## config.mk

```make
export PLATFORM = sky130hd
export DESIGN_NAME = oq_top
export DESIGN_NICKNAME = d
export VERILOG_FILES = /design/src/hdl/oq_pkg.sv /design/src/hdl/oq_top.sv /design/src/hdl/oq_write_arbiter.sv /design/src/hdl/oq_queue_ctrl.sv /design/src/hdl/oq_conf_decoder.sv /design/src/hdl/oq_line_fifo.sv
export SDC_FILE = /design/constraint.sdc
export NUM_CORES = 2
export LEC_CHECK = 0
export BUFFER_PORTS_ARGS = -buffer_cell sky130_fd_sc_hd__clkbuf_2
export CORE_AREA = 2 2 487 489
export CTS_CLUSTER_DIAMETER = 150
export DETAILED_ROUTE_END_ITERATION = 10
export DIE_AREA = 0 0 489 491
export GPL_TIMING_DRIVEN = 0
export PLACE_DENSITY = 0.71
export SYNTH_ARGS = -nofsm -noshare
export SYNTH_HDL_FRONTEND = slang
export SYNTH_HIERARCHICAL = 1
export SYNTH_SLANG_ARGS = --single-unit
```

## constraint.sdc

```tcl
create_clock -name clk -period 8.3 [get_ports clk]
set_input_delay 0.83 -clock clk [delete_from_list [all_inputs] [get_ports clk]]
set_output_delay 0.83 -clock clk [all_outputs]
set_load 0.05 [all_outputs]
```

## src/hdl/oq_pkg.sv

```systemverilog
package oq_pkg;

  // widths and counts
  localparam int ADDR_W         = 32;
  localparam int QTD_W          = 16;
  localparam int DATA_W         = 64;
  localparam int TAG_W          = 4;
  localparam int CONF_ID_W      = 8;
  localparam int CONF_TYPE_W    = 2;
  localparam int NUM_QUEUES     = 2;
  localparam int ACK_LINES      = 4;  // lines covered by one memory ack
  localparam int LINE_FIFO_BITS = 4;
  localparam int SKID_FIFO_BITS = 2;
  localparam int FIFO_AE_LEVEL  = 2;  // almost-empty at or below this count

  // configuration word types with zero as idle
  localparam logic [CONF_TYPE_W-1:0] CONF_TYPE_RESET = 2'd1;
  localparam logic [CONF_TYPE_W-1:0] CONF_TYPE_OUT   = 2'd2;

  typedef logic [DATA_W-1:0] line_t;

  typedef struct packed {
    logic [ADDR_W-1:0]    addr_base;
    logic [QTD_W-1:0]     qtd_lines;
    logic [CONF_ID_W-1:0] queue_id;
  } conf_t;  // 56 bits

  typedef struct packed {
    line_t             data;
    logic [ADDR_W-1:0] addr;
    logic [TAG_W-1:0]  tag;
  } wr_req_t;  // 100 bits

  // broadcast to all queues as one pulse per ACK_LINES lines of a tag
  typedef struct packed {
    logic             valid;
    logic [TAG_W-1:0] tag;
  } wr_ack_t;

endpackage
```

## src/hdl/oq_top.sv

```systemverilog
module oq_top
  import oq_pkg::*;
(
  input  logic                   clk,
  input  logic                   rst_internal,
  input  logic                   start,
  input  logic [CONF_TYPE_W-1:0] conf_valid,
  input  conf_t                  conf,
  input  logic [NUM_QUEUES-1:0]  acc_write,
  input  line_t                  acc_data [NUM_QUEUES],
  input  logic [NUM_QUEUES-1:0]  acc_done,
  input  logic                   mem_ready,
  input  wr_ack_t                mem_ack,
  output logic [NUM_QUEUES-1:0]  acc_ready,
  output logic                   mem_valid,
  output wr_req_t                mem_req,
  output logic [NUM_QUEUES-1:0]  has_wr_pending,
  output logic [NUM_QUEUES-1:0]  done
);

  logic [NUM_QUEUES-1:0] conf_out_valid;
  logic [NUM_QUEUES-1:0] soft_rst;
  logic [NUM_QUEUES-1:0] grant;
  logic [NUM_QUEUES-1:0] req_valid;
  conf_t                 conf_out [NUM_QUEUES];
  wr_req_t               req [NUM_QUEUES];

  for (genvar q = 0; q < NUM_QUEUES; q++) begin : g_queue
    oq_conf_decoder #(
      .QUEUE_ID(q)
    ) i_conf_decoder (
      .clk           (clk),
      .rst_internal  (rst_internal),
      .conf_valid    (conf_valid),
      .conf          (conf),
      .conf_out_valid(conf_out_valid[q]),
      .conf_out      (conf_out[q]),
      .soft_rst      (soft_rst[q])
    );

    oq_queue_ctrl #(
      .QUEUE_ID(q)
    ) i_queue_ctrl (
      .clk           (clk),
      .rst_internal  (rst_internal),
      .soft_rst      (soft_rst[q]),
      .start         (start),
      .conf_out_valid(conf_out_valid[q]),
      .conf_out      (conf_out[q]),
      .grant         (grant[q]),
      .acc_write     (acc_write[q]),
      .acc_data      (acc_data[q]),
      .acc_done      (acc_done[q]),
      .mem_ack       (mem_ack),
      .acc_ready     (acc_ready[q]),
      .req_valid     (req_valid[q]),
      .req           (req[q]),
      .has_wr_pending(has_wr_pending[q]),
      .done          (done[q])
    );
  end

  oq_write_arbiter i_write_arbiter (
    .clk         (clk),
    .rst_internal(rst_internal),
    .req_valid   (req_valid),
    .req         (req),
    .mem_ready   (mem_ready),
    .grant       (grant),
    .mem_valid   (mem_valid),
    .mem_req     (mem_req)
  );

endmodule

```

## src/hdl/oq_write_arbiter.sv

```systemverilog
module oq_write_arbiter
  import oq_pkg::*;
(
  input  logic                  clk,
  input  logic                  rst_internal,
  input  logic [NUM_QUEUES-1:0] req_valid,
  input  wr_req_t               req [NUM_QUEUES],
  input  logic                  mem_ready,
  output logic [NUM_QUEUES-1:0] grant,
  output logic                  mem_valid,
  output wr_req_t               mem_req
);

  logic [$clog2(NUM_QUEUES)-1:0] rr_ptr;
  logic [SKID_FIFO_BITS:0]       skid_count;
  logic [SKID_FIFO_BITS:0]       skid_next;
  logic                          skid_empty;
  logic                          skid_valid;
  logic                          skid_re;
  logic                          push;
  wr_req_t                       push_req;
  wr_req_t                       skid_dout;
  logic                          out_valid;

  // grants are exclusive, so at most one queue pushes per cycle
  always_comb begin
    push_req = req[0];
    for (int q = 0; q < NUM_QUEUES; q++) begin
      if (req_valid[q]) push_req = req[q];
    end
  end

  assign push      = |req_valid;
  assign skid_re   = mem_ready & ~skid_empty & ~skid_valid;
  assign skid_next = skid_count + push - skid_re;  // occupancy seen next cycle

  oq_line_fifo #(
    .payload_t        (wr_req_t),
    .DEPTH_BITS       (SKID_FIFO_BITS),
    .ALMOSTFULL_MARGIN(1)
  ) i_skid_fifo (
    .clk         (clk),
    .rst_internal(rst_internal),
    .we          (push),
    .din         (push_req),
    .re          (skid_re),
    .valid       (skid_valid),
    .dout        (skid_dout),
    .count       (skid_count),
    .empty       (skid_empty),
    .full        (),
    .almost_full (),
    .almost_empty()
  );

  always_ff @(posedge clk) begin
    if (rst_internal) begin
      grant  <= '0;
      rr_ptr <= '0;
    end else begin
      grant <= '0;
      if (skid_next <= 1) begin  // room for the two lines still in flight
        grant[rr_ptr] <= 1'b1;
        rr_ptr <= (rr_ptr == NUM_QUEUES - 1) ? '0 : rr_ptr + 1'b1;
      end
    end
  end

  always_ff @(posedge clk) begin
    if (rst_internal) begin
      out_valid <= 1'b0;
    end else if (skid_valid) begin
      out_valid <= 1'b1;
    end else if (mem_valid) begin
      out_valid <= 1'b0;
    end
  end

  always_ff @(posedge clk) begin
    if (skid_valid) mem_req <= skid_dout;
  end

  assign mem_valid = out_valid & mem_ready;  // head line taken by memory

endmodule

```

## src/hdl/oq_queue_ctrl.sv

```systemverilog
module oq_queue_ctrl
  import oq_pkg::*;
#(
  parameter int QUEUE_ID = 0
) (
  input  logic    clk,
  input  logic    rst_internal,
  input  logic    soft_rst,
  input  logic    start,
  input  logic    conf_out_valid,
  input  conf_t   conf_out,
  input  logic    grant,
  input  logic    acc_write,
  input  line_t   acc_data,
  input  logic    acc_done,
  input  wr_ack_t mem_ack,
  output logic    acc_ready,
  output logic    req_valid,
  output wr_req_t req,
  output logic    has_wr_pending,
  output logic    done
);

  logic              q_rst;
  logic              conf_ready;
  logic              addr_init;
  logic [ADDR_W-1:0] addr_base;
  logic [ADDR_W-1:0] addr_next;
  logic [QTD_W-1:0]  qtd_lines;
  logic [QTD_W-1:0]  issued;
  logic [QTD_W-1:0]  pending;
  logic [QTD_W-1:0]  acked;
  logic              run;
  logic              lines_left;
  logic              pop;
  logic              pop_q;
  logic              pad;
  logic              pad_q;
  logic              issue;
  logic              ack_hit;
  logic [ADDR_W-1:0] addr_q;
  logic              fifo_valid;
  line_t             fifo_dout;
  logic              fifo_empty;
  logic              fifo_almost_full;
  logic              fifo_almost_empty;

  assign q_rst      = rst_internal | soft_rst;
  assign run        = grant & start & conf_ready & ~addr_init;
  assign lines_left = issued < qtd_lines;
  // no back-to-back pops near empty
  assign pop        = run & lines_left & ~fifo_empty & (~fifo_almost_empty | ~pop_q);
  assign pad        = run & ~lines_left & fifo_empty & acc_done &
                      ((issued % QTD_W'(ACK_LINES)) != '0);
  assign issue      = pop | pad;
  assign ack_hit    = mem_ack.valid & (mem_ack.tag == TAG_W'(QUEUE_ID));

  oq_line_fifo #(
    .payload_t        (line_t),
    .DEPTH_BITS       (LINE_FIFO_BITS),
    .ALMOSTFULL_MARGIN(4)
  ) i_line_fifo (
    .clk         (clk),
    .rst_internal(q_rst),
    .we          (acc_write),
    .din         (acc_data),
    .re          (pop),
    .valid       (fifo_valid),
    .dout        (fifo_dout),
    .count       (),
    .empty       (fifo_empty),
    .full        (),
    .almost_full (fifo_almost_full),
    .almost_empty(fifo_almost_empty)
  );

  always_ff @(posedge clk) begin
    if (q_rst) begin
      conf_ready <= 1'b0;
      addr_base  <= '0;
      qtd_lines  <= '0;
    end else if (conf_out_valid) begin
      conf_ready <= 1'b1;
      addr_base  <= conf_out.addr_base;
      qtd_lines  <= conf_out.qtd_lines;
    end
  end

  always_ff @(posedge clk) begin
    if (q_rst) begin
      addr_next <= '0;
      addr_init <= 1'b1;
    end else if (conf_ready && addr_init) begin
      addr_next <= addr_base;  // first line goes to the base
      addr_init <= 1'b0;
    end else if (issue) begin
      addr_next <= addr_next + 1'b1;
    end
  end

  always_ff @(posedge clk) begin
    if (q_rst) begin
      acc_ready      <= 1'b0;
      pop_q          <= 1'b0;
      pad_q          <= 1'b0;
      req_valid      <= 1'b0;
      issued         <= '0;
      acked          <= '0;
      has_wr_pending <= 1'b0;
      done           <= 1'b0;
    end else begin
      acc_ready      <= ~fifo_almost_full;
      pop_q          <= pop;
      pad_q          <= pad;
      req_valid      <= fifo_valid | pad_q;  // two cycles after the issue
      has_wr_pending <= pending != '0;
      if (issue) issued <= issued + 1'b1;
      if (ack_hit) acked <= acked + QTD_W'(ACK_LINES);
      if (conf_ready && acked >= qtd_lines) done <= 1'b1;  // sticky until reset
    end
  end

  always_ff @(posedge clk) begin
    if (q_rst) begin
      pending <= '0;
    end else begin
      case ({ack_hit, issue})
        2'b01:   pending <= pending + 1'b1;
        2'b10:   pending <= pending - QTD_W'(ACK_LINES);
        2'b11:   pending <= pending - QTD_W'(ACK_LINES - 1);
        default: pending <= pending;
      endcase
    end
  end

  always_ff @(posedge clk) begin
    if (issue) addr_q <= addr_next;
    req.data <= pad_q ? '0 : fifo_dout;
    req.addr <= addr_q;
    req.tag  <= TAG_W'(QUEUE_ID);
  end

endmodule

```

## src/hdl/oq_conf_decoder.sv

```systemverilog
module oq_conf_decoder
  import oq_pkg::*;
#(
  parameter int QUEUE_ID = 0
) (
  input  logic                   clk,
  input  logic                   rst_internal,
  input  logic [CONF_TYPE_W-1:0] conf_valid,
  input  conf_t                  conf,
  output logic                   conf_out_valid,
  output conf_t                  conf_out,
  output logic                   soft_rst
);

  logic id_hit;
  logic out_hit;
  logic rst_hit;

  assign id_hit  = conf.queue_id == CONF_ID_W'(QUEUE_ID);
  assign out_hit = (conf_valid == CONF_TYPE_OUT) & id_hit;
  assign rst_hit = (conf_valid == CONF_TYPE_RESET) & id_hit;

  // one-cycle strobes one cycle after the word
  always_ff @(posedge clk) begin
    if (rst_internal) begin
      conf_out_valid <= 1'b0;
      soft_rst       <= 1'b0;
    end else begin
      conf_out_valid <= out_hit;
      soft_rst       <= rst_hit;
    end
  end

  // last accepted output configuration
  always_ff @(posedge clk) begin
    if (out_hit) begin
      conf_out <= conf;
    end
  end

endmodule

```

## src/hdl/oq_line_fifo.sv

```systemverilog
module oq_line_fifo
  import oq_pkg::*;
#(
  parameter type payload_t         = logic,
  parameter int  DEPTH_BITS        = 4,
  parameter int  ALMOSTFULL_MARGIN = 4
) (
  input  logic              clk,
  input  logic              rst_internal,
  input  logic              we,
  input  payload_t          din,
  input  logic              re,
  output logic              valid,
  output payload_t          dout,
  output logic [DEPTH_BITS:0] count,
  output logic              empty,
  output logic              full,
  output logic              almost_full,
  output logic              almost_empty
);

  payload_t                mem [2**DEPTH_BITS];
  logic [DEPTH_BITS-1:0]   wr_ptr;
  logic [DEPTH_BITS-1:0]   rd_ptr;
  logic                    do_write;
  logic                    do_read;

  assign do_write = we & ~full;  // writes into a full buffer are dropped
  assign do_read  = re & ~empty;

  assign empty        = count == '0;
  assign full         = count == (DEPTH_BITS+1)'(2 ** DEPTH_BITS);
  assign almost_full  = count >= (DEPTH_BITS+1)'(2 ** DEPTH_BITS - ALMOSTFULL_MARGIN);
  assign almost_empty = count <= (DEPTH_BITS+1)'(FIFO_AE_LEVEL);

  always_ff @(posedge clk) begin
    if (rst_internal) begin
      wr_ptr <= '0;
      rd_ptr <= '0;
      valid  <= 1'b0;
      count  <= '0;
    end else begin
      valid <= do_read;
      if (do_write) wr_ptr <= wr_ptr + 1'b1;
      if (do_read) rd_ptr <= rd_ptr + 1'b1;
      case ({do_write, do_read})
        2'b10:   count <= count + 1'b1;
        2'b01:   count <= count - 1'b1;
        default: count <= count;
      endcase
    end
  end

  always_ff @(posedge clk) begin
    if (do_write) begin
      mem[wr_ptr] <= din;
    end
    if (do_read) begin
      dout <= mem[rd_ptr];  // registered read that lands with valid
    end
  end

endmodule

```

==> flow_metrics.py <==
metrics = {
    "global_routing": {
        "grt_usage_pct": 25.3,
        "grt_pass1_vias": 66200,
        "antenna_found_initial": 45,
        "grt_pass1_wl_mm": 442,
        "grt_remaining_overflow": 0,
        "grt_max_degree": 59,
    },
    "pwr": {
        "power_density_mw_per_mm2": 236,
        "max-vdd-ir-drop_uv": 174,
        "p_total_w": 0.0348,
        "p_leak_nw": 47.9,
    },
    "timing": {
        "setup_ws_ps": 2210,
        "slew_viol_final": 0,
        "finalSetupViolations": 0,
        "min_period_ps": 6090,
        "max_freq_mhz": 164,
        "setup_tns_ps": 0,
        "hold_viol": 0,
        "tightestPinTransition_ps": 1360,
        "period_share_pct": 73.3,
        "rsz0062_at_grt": "false",
        "fin_skew_ps": 83.5,
        "slew_headroom_pct": 9.13,
    },
    "setup_path": {
        "crit_chain": "or4_1 -> clkbuf_2 -> nor2_1 -> nand2_1 -> nor3_1 -> mux2i_2 -> inv_2 -> buf_4 -> buf_2 -> buf_2 -> and2_1 -> ha_1 -> a21oi_1 -> o21a_1 -> o21ai_0 -> a31o_2 -> a21boi_0 -> o31ai_1 -> xnor2_1 -> a21oi_1",
        "cp.buffers_inverters": 5,
        "slowest_stage": "buf_2",
        "rr_worst_depth": 20,
        "reg2reg_slack_ps": 2210,
        "cp_max_fo": 41,
        "worstSetupStartpointType": "flop",
        "r2r-start": "g_queue[1].i_queue_ctrl/i_line_fifo/count[0]",
        "worstPathArrival_ps": 6890,
        "critPathTopFamily": "simple AND/OR/NAND/NOR gates",
        "crit_type": "flop to flop",
        "reg2reg_to": "g_queue[1].i_queue_ctrl/pending[14]",
        "slowest_delay_ps": 820,
        "worst_setup_path_end_kind": "flop",
        "cp.required_ps": 9110,
    },
    "clocking": {
        "cts_tree": "yes",
        "hold_buffers": 0,
        "clkTransAtPathRegs_ps": 60,
        "cts-root-buf": "clkbuf_16",
        "insertion_delay_ps": 960,
        "h-tree-depth": 5,
        "post_cts_resized": 0,
        "cts.sink_count": 3440,
        "clk_path_buf_depth": 4,
        "postCtsSetupRepairBufs": 0,
        "cts_made_buffers": 349,
    },
    "placement": {
        "dpl.hpwl_mm": 202,
        "io_buffers": 305,
        "place_ws_ps": 2150,
        "place_congestion": 0.861,
        "dpl-instance-area_mm2": 0.137,
    },
    "die": {
        "core_area_mm2": 0.235,
        "design.die.area_mm2": 0.240,
        "core.rowCount": 178,
        "start_util_pct": 54.7,
        "io_pins": 306,
        "die_x_um": 489,
        "die-height_um": 491,
    },
    "worst_hold_path": {
        "hp-start": "conf[42]",
        "hold_end": "g_queue[1].i_conf_decoder/conf_out[42]",
        "hold_class": "primary input to flop",
        "hold_path_depth": 1,
    },
    "route": {
        "wl_per_cell_um": 28.0,
        "ant_nets": 0,
        "routed-via-count": 65900,
        "drt_iter0_drc": 7701,
        "dr.pass1.iters": 6,
        "routed_wl_mm": 304,
        "vias_per_cell": 6.06,
        "drc": 0,
    },
    "finish": {
        "fillers": 15800,
        "nets": 7760,
        "final_layout_size_suffix_gt1_share_pct": 24.1,
        "final_util_pct": 63.0,
        "fin_area_mm2": 0.148,
        "syn_to_final_growth_pct": 15.2,
    },
    "run_status": {
        "status": "finished clean",
    },
    "synth": {
        "syn_area_per_cell_um2": 19.4,
        "yosysWarnings": 6,
        "netlist_area_mm2": 0.128,
        "syn_inst": 6617,
    },
    "run": {
        "maxCapViolCount": 0,
    },
}
## metrics by stage
stage	hold WS [ps]	std cells
detailed placement	327	10200
floorplan	323	6622
finish	91.0	10900
CTS	31.2	10900
global placement	326	10100
global route	55.5	10900
## how the worst max path moves through the flow
stage                                                       from                                              to  slack, ps  cells after the start
detailed placement                                         start             g_queue[1].i_queue_ctrl/pending[14]       2150                     18
global route        g_queue[1].i_queue_ctrl/i_line_fifo/count[0]             g_queue[1].i_queue_ctrl/pending[14]       1670                     20
floorplan                                           acc_write[0]   g_queue[0].i_queue_ctrl/i_line_fifo/mem[0][0]       2310                      3
CTS                 g_queue[1].i_queue_ctrl/i_line_fifo/count[0]             g_queue[1].i_queue_ctrl/pending[12]       2230                     19
finish              g_queue[1].i_queue_ctrl/i_line_fifo/count[0]             g_queue[1].i_queue_ctrl/pending[14]       2210                     20
global placement                                    acc_write[1]  g_queue[1].i_queue_ctrl/i_line_fifo/mem[1][28]      -3430                      4
## cell usage in the layout (no fill, tap or decap), drive strengths merged, types with 16 or more instances in the layout
cell type	count
a211oi	26
a21oi	152
a22oi	260
a31oi	16
and2	25
and3	39
buf	318
bufinv	30
clkbuf	913
clkinv	115
dfxtp	504
diode	22
edfxtp	2936
ha	125
inv	113
mux2	101
mux2i	106
mux4	612
nand2	260
nand2b	18
nand3	51
nand4	51
nor2	316
nor2b	139
nor3	74
nor4	22
o211ai	20
o21ai	91
or3	27
xnor2	47
xor2	77
## registers in the layout, indices dropped and copies added (netlist names), 10 cells and up
register and count:
g_queue.i_queue_ctrl/i_line_fifo/mem 2048, i_write_arbiter/i_skid_fifo/dout 100, g_queue.i_queue_ctrl/acked 28, g_queue.i_queue_ctrl/i_line_fifo/count 10, i_write_arbiter/i_skid_fifo/mem 400, g_queue.i_queue_ctrl/qtd_lines 32, g_queue.i_queue_ctrl/addr_base 64, g_queue.i_queue_ctrl/addr_next 64
g_queue.i_queue_ctrl/issued 32, g_queue.i_conf_decoder/conf_out 96, g_queue.i_queue_ctrl/pending 32, i_write_arbiter/mem_req 100, g_queue.i_queue_ctrl/addr_q 64, g_queue.i_queue_ctrl/req 192, g_queue.i_queue_ctrl/i_line_fifo/dout 128
## layer usage
| layer | vias to the layer above | track usage [%] | share of wire [%] |
|---|---|---|---|
| met4 | 30 | 10.3 | 4.1 |
| met1 | 34100 | 34.9 | 39 |
| met2 | 3032 | 40.2 | 48 |
| met3 | 606 | 4.43 | 8.2 |
| met5 | - | 0 | 0.063 |
| li1 | 28100 | - | - |
## layout make-up
cell class | instances | area (µm²) | share of cell area (%)
sequential | 3440 | 98300 | 66.5
multi-input combinational | 2763 | 28300 | 19.1
clock buffer | 455 | 9580 | 6.48
timing repair buffer | 459 | 4080 | 2.76
tap | 3150 | 3940 | 2.67
clock inverter | 166 | 1620 | 1.10
buffer | 317 | 1610 | 1.09
inverter | 102 | 393 | 0.266
antenna | 22 | 55.1 | 0.0372
## report_power, final
part	total (W)	internal, W	switching, W
Clock	0.0154	0.00905	0.00632
Combinational	0.000602	0.000184	0.000418
Sequential	0.0189	0.0188	0.0000379
Total	0.0348	0.0281	0.00678
Note: power is estimated with default switching activity, not from simulation.
